### config.mk
export PLATFORM = sky130hd
export DESIGN_NAME = data_mmu
export DESIGN_NICKNAME = d
export VERILOG_FILES = /design/src/hdl/mmu_pkg.sv /design/src/hdl/tlb_lookup_if.sv /design/src/hdl/dtlb.sv /design/src/hdl/lsu_xlat_stage.sv /design/src/hdl/data_mmu.sv
export SDC_FILE = /design/constraint.sdc
export NUM_CORES = 1
export LEC_CHECK = 0
export CORE_UTILIZATION = 61
export DETAILED_ROUTE_END_ITERATION = 10
export DONT_BUFFER_PORTS = 1
export PLACE_DENSITY = 0.77
export SYNTH_ARGS = -nofsm -noshare
export SYNTH_HDL_FRONTEND = slang
export SYNTH_SLANG_ARGS = --single-unit
export TNS_END_PERCENT = 10
### constraint.sdc
create_clock -name clk_i -period 7.4 [get_ports clk_i]
set_clock_uncertainty 0.1 [all_clocks]
set_input_delay 0.74 -clock clk_i [delete_from_list [all_inputs] [get_ports clk_i]]
set_output_delay 0.74 -clock clk_i [all_outputs]
set_load 0.02 [all_outputs]
### src/hdl/mmu_pkg.sv
// --------------------
// shared widths, types and cause codes of the SV39 data MMU
// every RTL file refers to these by scoped name
// --------------------
package mmu_pkg;

    // --------------------
    // widths
    // --------------------
    localparam int unsigned VADDR_W       = 64;
    localparam int unsigned PADDR_W       = 56;
    localparam int unsigned PAGE_OFFSET_W = 12;
    localparam int unsigned VPN_LEVEL_W   = 9;
    // three levels in SV39
    localparam int unsigned VPN_W         = 3 * VPN_LEVEL_W;
    localparam int unsigned PPN_W         = PADDR_W - PAGE_OFFSET_W;
    localparam int unsigned ASID_W        = 16;
    localparam int unsigned CAUSE_W       = 6;

    // --------------------
    // address types
    // --------------------
    // virtual address as the LSU presents it
    typedef logic [VADDR_W-1:0] vaddr_t;
    typedef logic [PADDR_W-1:0] paddr_t;
    typedef logic [VPN_W-1:0]   vpn_t;
    typedef logic [PPN_W-1:0]   ppn_t;
    // top level may compare fewer bits through its parameter
    typedef logic [ASID_W-1:0]  asid_t;

    // sv39 leaf entry without the reserved and rsw fields
    typedef struct packed {
        ppn_t ppn;
        logic d;
        logic a;
        logic g;
        logic u;
        logic x;
        logic w;
        logic r;
        logic v;
    } pte_t;

    // encoding follows the privileged spec
    typedef enum logic [1:0] {
        PRIV_LVL_U = 2'b00,
        PRIV_LVL_S = 2'b01,
        PRIV_LVL_M = 2'b11
    } priv_lvl_t;

    // --------------------
    // exception causes
    // --------------------
    typedef logic [CAUSE_W-1:0] cause_t;

    localparam cause_t LOAD_ADDR_MISALIGNED  = 6'd4;
    localparam cause_t STORE_ADDR_MISALIGNED = 6'd6;
    localparam cause_t LOAD_PAGE_FAULT       = 6'd13;
    localparam cause_t STORE_PAGE_FAULT      = 6'd15;

endpackage

### src/hdl/tlb_lookup_if.sv
// --------------------
// lookup request into the data TLB and its same-cycle result
// --------------------
`timescale 1ns/10ps

interface tlb_lookup_if;

    // request side, driven by the top level
    logic            access;
    mmu_pkg::vaddr_t vaddr;
    mmu_pkg::asid_t  asid;

    // result side, combinational from the request
    logic            hit;
    mmu_pkg::pte_t   pte;
    logic            is_2m;
    logic            is_1g;

    // tlb answers the request
    modport tlb (
        input  access, vaddr, asid,
        output hit, pte, is_2m, is_1g
    );

    // translation stage only looks at the answer
    modport stage (
        input  hit, pte, is_2m, is_1g
    );

endinterface

### src/hdl/dtlb.sv
// --------------------
// fully associative data TLB with 4K/2M/1G pages and ASID tags
// written by an external refill strobe and cleared by flush
// --------------------
`timescale 1ns/10ps

module dtlb #(
    parameter int unsigned DTLB_ENTRIES = 4,
    parameter int unsigned ASID_WIDTH   = 16
) (
    input  logic                 clk_i,
    input  logic                 rst_ni,
    input  logic                 flush_tlb_i,
    input  logic                 update_valid_i,
    input  mmu_pkg::vpn_t        update_vpn_i,
    input  mmu_pkg::asid_t       update_asid_i,
    input  mmu_pkg::pte_t        update_pte_i,
    input  logic                 update_is_2m_i,
    input  logic                 update_is_1g_i,
    tlb_lookup_if.tlb            lookup
);

    localparam int unsigned IDX_W = (DTLB_ENTRIES > 1) ? $clog2(DTLB_ENTRIES) : 1;
    localparam int unsigned LVL_W = mmu_pkg::VPN_LEVEL_W;
    localparam int unsigned VPN_W = mmu_pkg::VPN_W;
    localparam int unsigned OFS_W = mmu_pkg::PAGE_OFFSET_W;

    // --------------------
    // entry storage
    // --------------------
    logic [DTLB_ENTRIES-1:0] valid_q;
    mmu_pkg::vpn_t           tag_vpn_q  [DTLB_ENTRIES];
    mmu_pkg::asid_t          tag_asid_q [DTLB_ENTRIES];
    logic                    tag_2m_q   [DTLB_ENTRIES];
    logic                    tag_1g_q   [DTLB_ENTRIES];
    mmu_pkg::pte_t           pte_q      [DTLB_ENTRIES];

    // replacement state
    logic [IDX_W-1:0]        rr_ptr_q;
    logic [IDX_W-1:0]        free_idx;
    logic                    has_free;
    logic [IDX_W-1:0]        wr_idx;

    logic [DTLB_ENTRIES-1:0] match;
    mmu_pkg::vpn_t           lu_vpn;

    // vpn bits of the incoming virtual address
    assign lu_vpn = lookup.vaddr[OFS_W+VPN_W-1:OFS_W];

    // --------------------
    // tag compare
    // --------------------
    for (genvar i = 0; i < DTLB_ENTRIES; i++) begin : g_match
        logic asid_ok;
        logic lvl2_ok;
        logic lvl1_ok;
        logic lvl0_ok;

        // global pages ignore the address space
        assign asid_ok = (tag_asid_q[i][ASID_WIDTH-1:0] == lookup.asid[ASID_WIDTH-1:0])
                       || pte_q[i].g;
        // top level is always compared
        assign lvl2_ok = tag_vpn_q[i][VPN_W-1 -: LVL_W] == lu_vpn[VPN_W-1 -: LVL_W];
        // middle level skipped for a gigapage
        assign lvl1_ok = tag_1g_q[i]
                       || (tag_vpn_q[i][2*LVL_W-1 -: LVL_W] == lu_vpn[2*LVL_W-1 -: LVL_W]);
        // lowest level only matters for a 4K page
        assign lvl0_ok = tag_1g_q[i] || tag_2m_q[i]
                       || (tag_vpn_q[i][LVL_W-1:0] == lu_vpn[LVL_W-1:0]);
        assign match[i] = valid_q[i] && asid_ok && lvl2_ok && lvl1_ok && lvl0_ok;
    end

    // the single matching entry drives the result
    always_comb begin
        lookup.hit   = 1'b0;
        lookup.pte   = '0;
        lookup.is_2m = 1'b0;
        lookup.is_1g = 1'b0;
        for (int i = 0; i < DTLB_ENTRIES; i++) begin
            if (match[i]) begin
                lookup.hit   = lookup.access;
                lookup.pte   = pte_q[i];
                lookup.is_2m = tag_2m_q[i];
                lookup.is_1g = tag_1g_q[i];
            end
        end
    end

    // --------------------
    // replacement
    // --------------------
    // scan from the top down so the lowest invalid slot wins
    always_comb begin
        has_free = 1'b0;
        free_idx = '0;
        for (int i = DTLB_ENTRIES - 1; i >= 0; i--) begin
            if (!valid_q[i]) begin
                has_free = 1'b1;
                free_idx = IDX_W'(i);
            end
        end
    end

    assign wr_idx = has_free ? free_idx : rr_ptr_q;

    // flush takes priority over a refill in the same cycle
    always_ff @(posedge clk_i or negedge rst_ni) begin
        if (!rst_ni) begin
            valid_q  <= '0;
            rr_ptr_q <= '0;
        end else if (flush_tlb_i) begin
            valid_q  <= '0;
            rr_ptr_q <= '0;
        end else if (update_valid_i) begin
            valid_q[wr_idx] <= 1'b1;
            // pointer only moves when it picked the victim
            if (!has_free) begin
                rr_ptr_q <= (rr_ptr_q == IDX_W'(DTLB_ENTRIES - 1)) ? '0 : rr_ptr_q + IDX_W'(1);
            end
        end
    end

    // tag and pte payload
    always_ff @(posedge clk_i) begin
        if (update_valid_i && !flush_tlb_i) begin
            tag_vpn_q[wr_idx]  <= update_vpn_i;
            tag_asid_q[wr_idx] <= update_asid_i;
            tag_2m_q[wr_idx]   <= update_is_2m_i;
            tag_1g_q[wr_idx]   <= update_is_1g_i;
            pte_q[wr_idx]      <= update_pte_i;
        end
    end

    // --------------------
    // checks
    // --------------------
    // refills never place overlapping pages
    assert property (@(posedge clk_i) disable iff (!rst_ni)
        lookup.access |-> $onehot0(match))
        else $error("dtlb: more than one entry matches a lookup");

    // a page is never both 2M and 1G
    assert property (@(posedge clk_i) disable iff (!rst_ni)
        update_valid_i |-> !(update_is_2m_i && update_is_1g_i))
        else $error("dtlb: refill with both superpage flags set");

endmodule

### src/hdl/lsu_xlat_stage.sv
// --------------------
// load/store address translation, one registered stage after the TLB
// builds the physical address and selects misaligned or page fault causes
// --------------------
`timescale 1ns/10ps

module lsu_xlat_stage (
    input  logic                clk_i,
    input  logic                rst_ni,
    input  logic                en_translation_i,
    // cycle 0 request
    input  logic                lsu_req_i,
    input  mmu_pkg::vaddr_t     lsu_vaddr_i,
    input  logic                lsu_is_store_i,
    input  logic                misaligned_i,
    // privilege state
    input  mmu_pkg::priv_lvl_t  priv_lvl_i,
    input  logic                sum_i,
    tlb_lookup_if.stage         lookup,
    // cycle 0 outputs
    output logic                lsu_dtlb_hit_o,
    output logic                dtlb_miss_o,
    // cycle 1 outputs
    output logic                lsu_valid_o,
    output mmu_pkg::paddr_t     lsu_paddr_o,
    output logic                lsu_exception_valid_o,
    output mmu_pkg::cause_t     lsu_exception_cause_o,
    output mmu_pkg::vaddr_t     lsu_exception_tval_o
);

    localparam int unsigned OFS_W = mmu_pkg::PAGE_OFFSET_W;
    localparam int unsigned LVL_W = mmu_pkg::VPN_LEVEL_W;
    localparam int unsigned PA_W  = mmu_pkg::PADDR_W;

    // control state
    logic            lsu_req_q;
    logic            misaligned_q;
    logic            hit_q;
    // payload
    mmu_pkg::vaddr_t vaddr_q;
    logic            is_store_q;
    mmu_pkg::pte_t   pte_q;
    logic            is_2m_q;
    logic            is_1g_q;

    logic            access_err;
    logic            translate;

    // --------------------
    // cycle 0
    // --------------------
    // bare mode always reports a hit
    assign lsu_dtlb_hit_o = en_translation_i ? lookup.hit : 1'b1;
    // perf counter pulse, only meaningful while translating
    assign dtlb_miss_o    = lsu_req_i && en_translation_i && !lookup.hit;

    always_ff @(posedge clk_i or negedge rst_ni) begin
        if (!rst_ni) begin
            lsu_req_q    <= 1'b0;
            misaligned_q <= 1'b0;
            hit_q        <= 1'b0;
        end else begin
            lsu_req_q    <= lsu_req_i;
            // strobe is ignored without a request
            misaligned_q <= misaligned_i && lsu_req_i;
            hit_q        <= lookup.hit;
        end
    end

    always_ff @(posedge clk_i) begin
        vaddr_q    <= lsu_vaddr_i;
        is_store_q <= lsu_is_store_i;
        pte_q      <= lookup.pte;
        is_2m_q    <= lookup.is_2m;
        is_1g_q    <= lookup.is_1g;
    end

    // --------------------
    // cycle 1
    // --------------------
    // a misaligned access skips translation entirely
    assign translate = en_translation_i && !misaligned_q;

    // user page from S needs SUM, non-user page from U is never allowed
    assign access_err = ((priv_lvl_i == mmu_pkg::PRIV_LVL_U) && !pte_q.u)
                     || ((priv_lvl_i == mmu_pkg::PRIV_LVL_S) && pte_q.u && !sum_i);

    // miss keeps valid low, the core refills and retries
    assign lsu_valid_o = lsu_req_q && (!en_translation_i || misaligned_q || hit_q);

    always_comb begin
        // pass-through by default
        lsu_paddr_o = vaddr_q[PA_W-1:0];
        if (translate) begin
            lsu_paddr_o = {pte_q.ppn, vaddr_q[OFS_W-1:0]};
            // megapage keeps vpn[0] from the virtual address
            if (is_2m_q) begin
                lsu_paddr_o[OFS_W+LVL_W-1:OFS_W] = vaddr_q[OFS_W+LVL_W-1:OFS_W];
            end
            // gigapage keeps vpn[1] and vpn[0]
            if (is_1g_q) begin
                lsu_paddr_o[OFS_W+2*LVL_W-1:OFS_W] = vaddr_q[OFS_W+2*LVL_W-1:OFS_W];
            end
        end
    end

    // exception priority: misaligned, then store fault, then load fault
    always_comb begin
        lsu_exception_valid_o = 1'b0;
        lsu_exception_cause_o = '0;
        if (lsu_req_q) begin
            if (misaligned_q) begin
                lsu_exception_valid_o = 1'b1;
                lsu_exception_cause_o = is_store_q ? mmu_pkg::STORE_ADDR_MISALIGNED
                                                   : mmu_pkg::LOAD_ADDR_MISALIGNED;
            end else if (en_translation_i && hit_q) begin
                if (is_store_q) begin
                    // dirty bit must already be set, no hardware update
                    if (!pte_q.w || !pte_q.d || access_err) begin
                        lsu_exception_valid_o = 1'b1;
                        lsu_exception_cause_o = mmu_pkg::STORE_PAGE_FAULT;
                    end
                end else if (access_err) begin
                    lsu_exception_valid_o = 1'b1;
                    lsu_exception_cause_o = mmu_pkg::LOAD_PAGE_FAULT;
                end
            end
        end
    end

    // faulting address is always the one of the request
    assign lsu_exception_tval_o = vaddr_q;

    // --------------------
    // checks
    // --------------------
    // fixed latency of one cycle
    assert property (@(posedge clk_i) disable iff (!rst_ni)
        lsu_valid_o |-> $past(lsu_req_i))
        else $error("lsu_xlat_stage: valid without a request one cycle earlier");

    // an exception is only reported on a valid translation
    assert property (@(posedge clk_i) disable iff (!rst_ni)
        lsu_exception_valid_o |-> lsu_valid_o)
        else $error("lsu_xlat_stage: exception without valid");

endmodule

### src/hdl/data_mmu.sv
// --------------------
// data-side SV39 MMU top level, the TLB and the load/store stage
// refill comes from the core, a miss just withholds valid
// --------------------
`timescale 1ns/10ps

module data_mmu #(
    parameter int unsigned DTLB_ENTRIES = 4,
    parameter int unsigned ASID_WIDTH   = 16
) (
    input  logic                clk_i,
    input  logic                rst_ni,
    input  logic                flush_tlb_i,
    input  logic                en_translation_i,
    // load/store request
    input  logic                lsu_req_i,
    input  mmu_pkg::vaddr_t     lsu_vaddr_i,
    input  logic                lsu_is_store_i,
    input  logic                misaligned_i,
    // privilege and address space
    input  mmu_pkg::priv_lvl_t  priv_lvl_i,
    input  logic                sum_i,
    input  mmu_pkg::asid_t      asid_i,
    // tlb refill strobe
    input  logic                update_valid_i,
    input  mmu_pkg::vpn_t       update_vpn_i,
    input  mmu_pkg::asid_t      update_asid_i,
    input  mmu_pkg::pte_t       update_pte_i,
    input  logic                update_is_2m_i,
    input  logic                update_is_1g_i,
    // cycle 0
    output logic                lsu_dtlb_hit_o,
    output logic                dtlb_miss_o,
    // cycle 1
    output logic                lsu_valid_o,
    output mmu_pkg::paddr_t     lsu_paddr_o,
    output logic                lsu_exception_valid_o,
    output mmu_pkg::cause_t     lsu_exception_cause_o,
    output mmu_pkg::vaddr_t     lsu_exception_tval_o
);

    tlb_lookup_if dtlb_lookup ();

    // every lsu request looks up the tlb
    assign dtlb_lookup.access = lsu_req_i;
    assign dtlb_lookup.vaddr  = lsu_vaddr_i;
    assign dtlb_lookup.asid   = asid_i;

    dtlb #(
        .DTLB_ENTRIES   ( DTLB_ENTRIES   ),
        .ASID_WIDTH     ( ASID_WIDTH     )
    ) i_dtlb (
        .clk_i          ( clk_i          ),
        .rst_ni         ( rst_ni         ),
        .flush_tlb_i    ( flush_tlb_i    ),
        .update_valid_i ( update_valid_i ),
        .update_vpn_i   ( update_vpn_i   ),
        .update_asid_i  ( update_asid_i  ),
        .update_pte_i   ( update_pte_i   ),
        .update_is_2m_i ( update_is_2m_i ),
        .update_is_1g_i ( update_is_1g_i ),
        .lookup         ( dtlb_lookup    )
    );

    lsu_xlat_stage i_lsu_xlat_stage (
        .clk_i                 ( clk_i                 ),
        .rst_ni                ( rst_ni                ),
        .en_translation_i      ( en_translation_i      ),
        .lsu_req_i             ( lsu_req_i             ),
        .lsu_vaddr_i           ( lsu_vaddr_i           ),
        .lsu_is_store_i        ( lsu_is_store_i        ),
        .misaligned_i          ( misaligned_i          ),
        .priv_lvl_i            ( priv_lvl_i            ),
        .sum_i                 ( sum_i                 ),
        .lookup                ( dtlb_lookup           ),
        .lsu_dtlb_hit_o        ( lsu_dtlb_hit_o        ),
        .dtlb_miss_o           ( dtlb_miss_o           ),
        .lsu_valid_o           ( lsu_valid_o           ),
        .lsu_paddr_o           ( lsu_paddr_o           ),
        .lsu_exception_valid_o ( lsu_exception_valid_o ),
        .lsu_exception_cause_o ( lsu_exception_cause_o ),
        .lsu_exception_tval_o  ( lsu_exception_tval_o  )
    );

endmodule

==> impl_metrics.csv <==
group,metric,value,unit
sta,worstMarginPinSlew,1.151,ns
hold_path,hold_path_class,"input pin to flop",
clock_tree,path_clk_slew,0.06,ns
placement,io_buffers,0,
setup_path,cp.arrival,3.25,ns
cells_and_area,seqCellArea,13680,um^2
hold_path,hold-path-cell-count,0,
sta,max_clock_freq,0.2444,GHz
synth,synth_seq_area_share,0.7598,
floorplan,num_rows,62,
clock_tree,cts.path.max_buffers,3,
floorplan,die_x,173.8,um
clock_tree,cts_inserted_buffers,47,
global_routing,overflow,0,
setup_path,worst-setup-path-type,"flop to output port",
drt,wl_per_cell,24.02,um
clock_tree,clock_latency,0.55,ns
clock_tree,cts_tree,"done",
power,irDropWorstVdd,0.2352,mV
cells_and_area,drive_above_1_share,0.1184,
sta,maxSlewHeadroom,0.2328,
drt,via_per_inst,6.024,
cells_and_area,area_growth,11.02,%
synth,synth.avg_cell_area,15.95,um^2
sta,report.final.slew_viol_count,0,
cells_and_area,multi_input_area,4131,um^2
power,fin_total_pwr,5.613,mW
synth,synth_top_flop_cell,"edfxtp_1",
setup_path,reg2reg_slack,3.95,ns
clock_tree,htreeDepth,2,
setup_path,crit_required,6.56,ns
sta,fin_crit,4.091,ns
floorplan,fp.dieArea,30200,um^2
cells_and_area,final_cell_mix,"edfxtp_1 (372), xor2_1 (142), dfxtp_1 (114)",
global_routing,track_usage,0.2493,
synth,synth_edf_count,372,
sta,layout_setup_ws,3.309,ns
sta,holdWs,0.1058,ns
floorplan,core,28860,um^2
drt,drc,0,
cells_and_area,layout_commonest_cell,"edfxtp_1",
sta,min_period_over_period,0.5529,
placement,post-place-ws,3.530,ns
global_routing,grt_max_degree,70,
sta,setup_tns,0,ns
hold_path,hp-start,"lsu_vaddr_i[5]",
hold_path,whs_endpoint,"i_lsu_xlat_stage.lsu_exception_tval_o[5]",
setup_path,cp_max_fo,50,
clock_tree,clockRootBuffer,"clkbuf_16",
power,p_leak,6.689,nW
cells_and_area,n_fill_cell,1894,
job,cap_violations,0,
placement,dp_hpwl,23420,um
run_status,outcome,"completed",
global_routing,antenna_found_initial,1,
drt,drt_pass1_iterations,5,
setup_path,cp-end-kind,"output port",
floorplan,io-pin-count,318,
setup_path,startpoint_type,"flop",
global_routing,grt_pass1_vias,9869,
setup_path,r2r-end,"i_dtlb.pte_q[0][50]",
drt,drtAntennaViolNets,0,
floorplan,start_util,0.6238,
setup_path,reg2reg_from,"i_dtlb.valid_q[3]",
drt,num_vias,9440,
global_routing,grt_pass1_wl,56130,um
placement,place_congestion,0.7946,
sta,rsz0062_at_grt,"no",
synth,synth_cell_types,45,
floorplan,die_h,173.8,um
drt,drt_wl_total,37640,um
sta,setup_viol,0,
cells_and_area,nets,1332,
synth,synth_seq_cells,495,
synth,async_flop_share,0.01818,
setup_path,r2r_cells,6,
synth,yosysWarnings,0,
power,power_density,280.8,nW/um^2
drt,drtIter0Drc,794,
clock_tree,cts.sinks,495,
synth,synthCells,1129,
sta,hold_violations,0,
synth,syn-cell-area,18000,um^2
[kinds of logic after synthesis]
| kind of cell | count (synthesis) | share of synthesized area |
|---|---|---|
| adder cells (fa/ha/maj) | 1 | 0.0006949 |
| multiplexers | 45 | 0.02808 |
| buffers and inverters | 58 | 0.01592 |
| AND/OR/NAND/NOR | 279 | 0.07298 |
| XOR/XNOR | 172 | 0.08368 |
| AO/OA/AOI/OAI | 78 | 0.03864 |
| other | 1 | 0.0002083 |
| flip-flops | 495 | 0.7598 |
[sequential cells by signal (all words and copies together) (netlist names)]
name and cells:
i_lsu_xlat_stage.is_2m_q 1, i_dtlb.rr_ptr_q 2, i_lsu_xlat_stage.pte_q 47, i_lsu_xlat_stage.is_store_q 1, i_dtlb.tag_vpn_q 108, i_dtlb.tag_2m_q 4, i_dtlb.pte_q 192, i_lsu_xlat_stage.lsu_req_q 1
i_lsu_xlat_stage.lsu_exception_tval_o 64, i_lsu_xlat_stage.is_1g_q 1, i_lsu_xlat_stage.misaligned_q 1, i_dtlb.valid_q 4, i_dtlb.tag_asid_q 64, i_dtlb.tag_1g_q 4, i_lsu_xlat_stage.hit_q 1
[power by group]
part | leakage [nW] | internal [mW] | switching [mW]
Sequential | 4.44 | 3.05 | 0.0533
Clock | 0.750 | 1.39 | 0.962
Combinational | 1.50 | 0.0556 | 0.0948
[worst max-delay path by stage]
stage / end / startpoint / slack (ns)
6_report: lsu_dtlb_hit_o / i_dtlb.tag_vpn_q[1][16] / 3.31
5_1_grt: lsu_dtlb_hit_o / i_dtlb.tag_asid_q[3][10] / 3.18
4_1_cts: lsu_dtlb_hit_o / i_dtlb.tag_vpn_q[1][16] / 3.29
3_5_place_dp: dtlb_miss_o / lsu_vaddr_i[28] / 3.53
3_3_place_gp: lsu_dtlb_hit_o / lsu_vaddr_i[28] / 3.55
2_1_floorplan: i_dtlb.pte_q[0][10] / flush_tlb_i / 1.39
[what timing repair did]
item                      CTS  global route
buffers inserted            0             0
hold endpoints to repair    9             0
resized for setup           0             0
hold buffers                1             0
[synth_stat cells (all sizes together) (2+ instances only)]
library cell | count | share of area
edfxtp | 372 | 0.62
mux2 | 44 | 0.028
inv | 4 | 0.00083
xor2 | 142 | 0.069
nand2 | 54 | 0.011
xnor2 | 30 | 0.015
dfrtp | 9 | 0.013
and2 | 2 | 0.00069
dfxtp | 114 | 0.13
a41oi | 6 | 0.0029
nor2 | 68 | 0.014
a311oi | 48 | 0.023
a2111oi | 3 | 0.0032
a2111o | 2 | 0.0013
nand4 | 9 | 0.0031
nor4 | 31 | 0.011
a21boi | 2 | 0.00083
nor3 | 56 | 0.016
buf | 21 | 0.0082
nand3 | 50 | 0.014
and3 | 2 | 0.00069
o21ai | 4 | 0.0011
a32oi | 2 | 0.00097
clkbuf | 33 | 0.0069
nor2b | 2 | 0.00069
o22ai | 2 | 0.00069
[metrics by stage]
step	util	std cells	area [um^2]
global route	0.6925	1566	19980
floorplan	-	1130	18010
global placement	0.6387	1477	18430
CTS	0.6925	1566	19980
detailed placement	0.6387	1477	18430
finish	0.6926	1567	19990
[metal layers]
layer | up-vias | GRT usage | share of wire
li1 | 4250 | - | -
met1 | 4720 | 0.3090 | 0.39
met2 | 388 | 0.4138 | 0.49
met3 | 82 | 0.07281 | 0.084
met4 | 0 | 0.09832 | 0.033
met5 | - | 0 | 0
[area by class of cell]
class,count,share of cell area
Multi-Input combinational cell,577,0.2067
Inverter,4,0.0007512
Clock inverter,12,0.007512
Sequential cell,495,0.6844
Clock buffer,76,0.06961
Antenna cell,1,0.0001252
Timing Repair Buffer,18,0.006886
Tap cell,384,0.02404
[critical path, stage by stage, from the launching register on]
cell and delay (ns):
edfxtp_1 0.38, xor2_1 0.16, nor4_1 0.45, a41oi_1 0.32
a2111oi_4 0.37, buf_4 0.60, o41ai_1 0.18, nand2_1 0.22
Power figures use the tool's default switching activity.
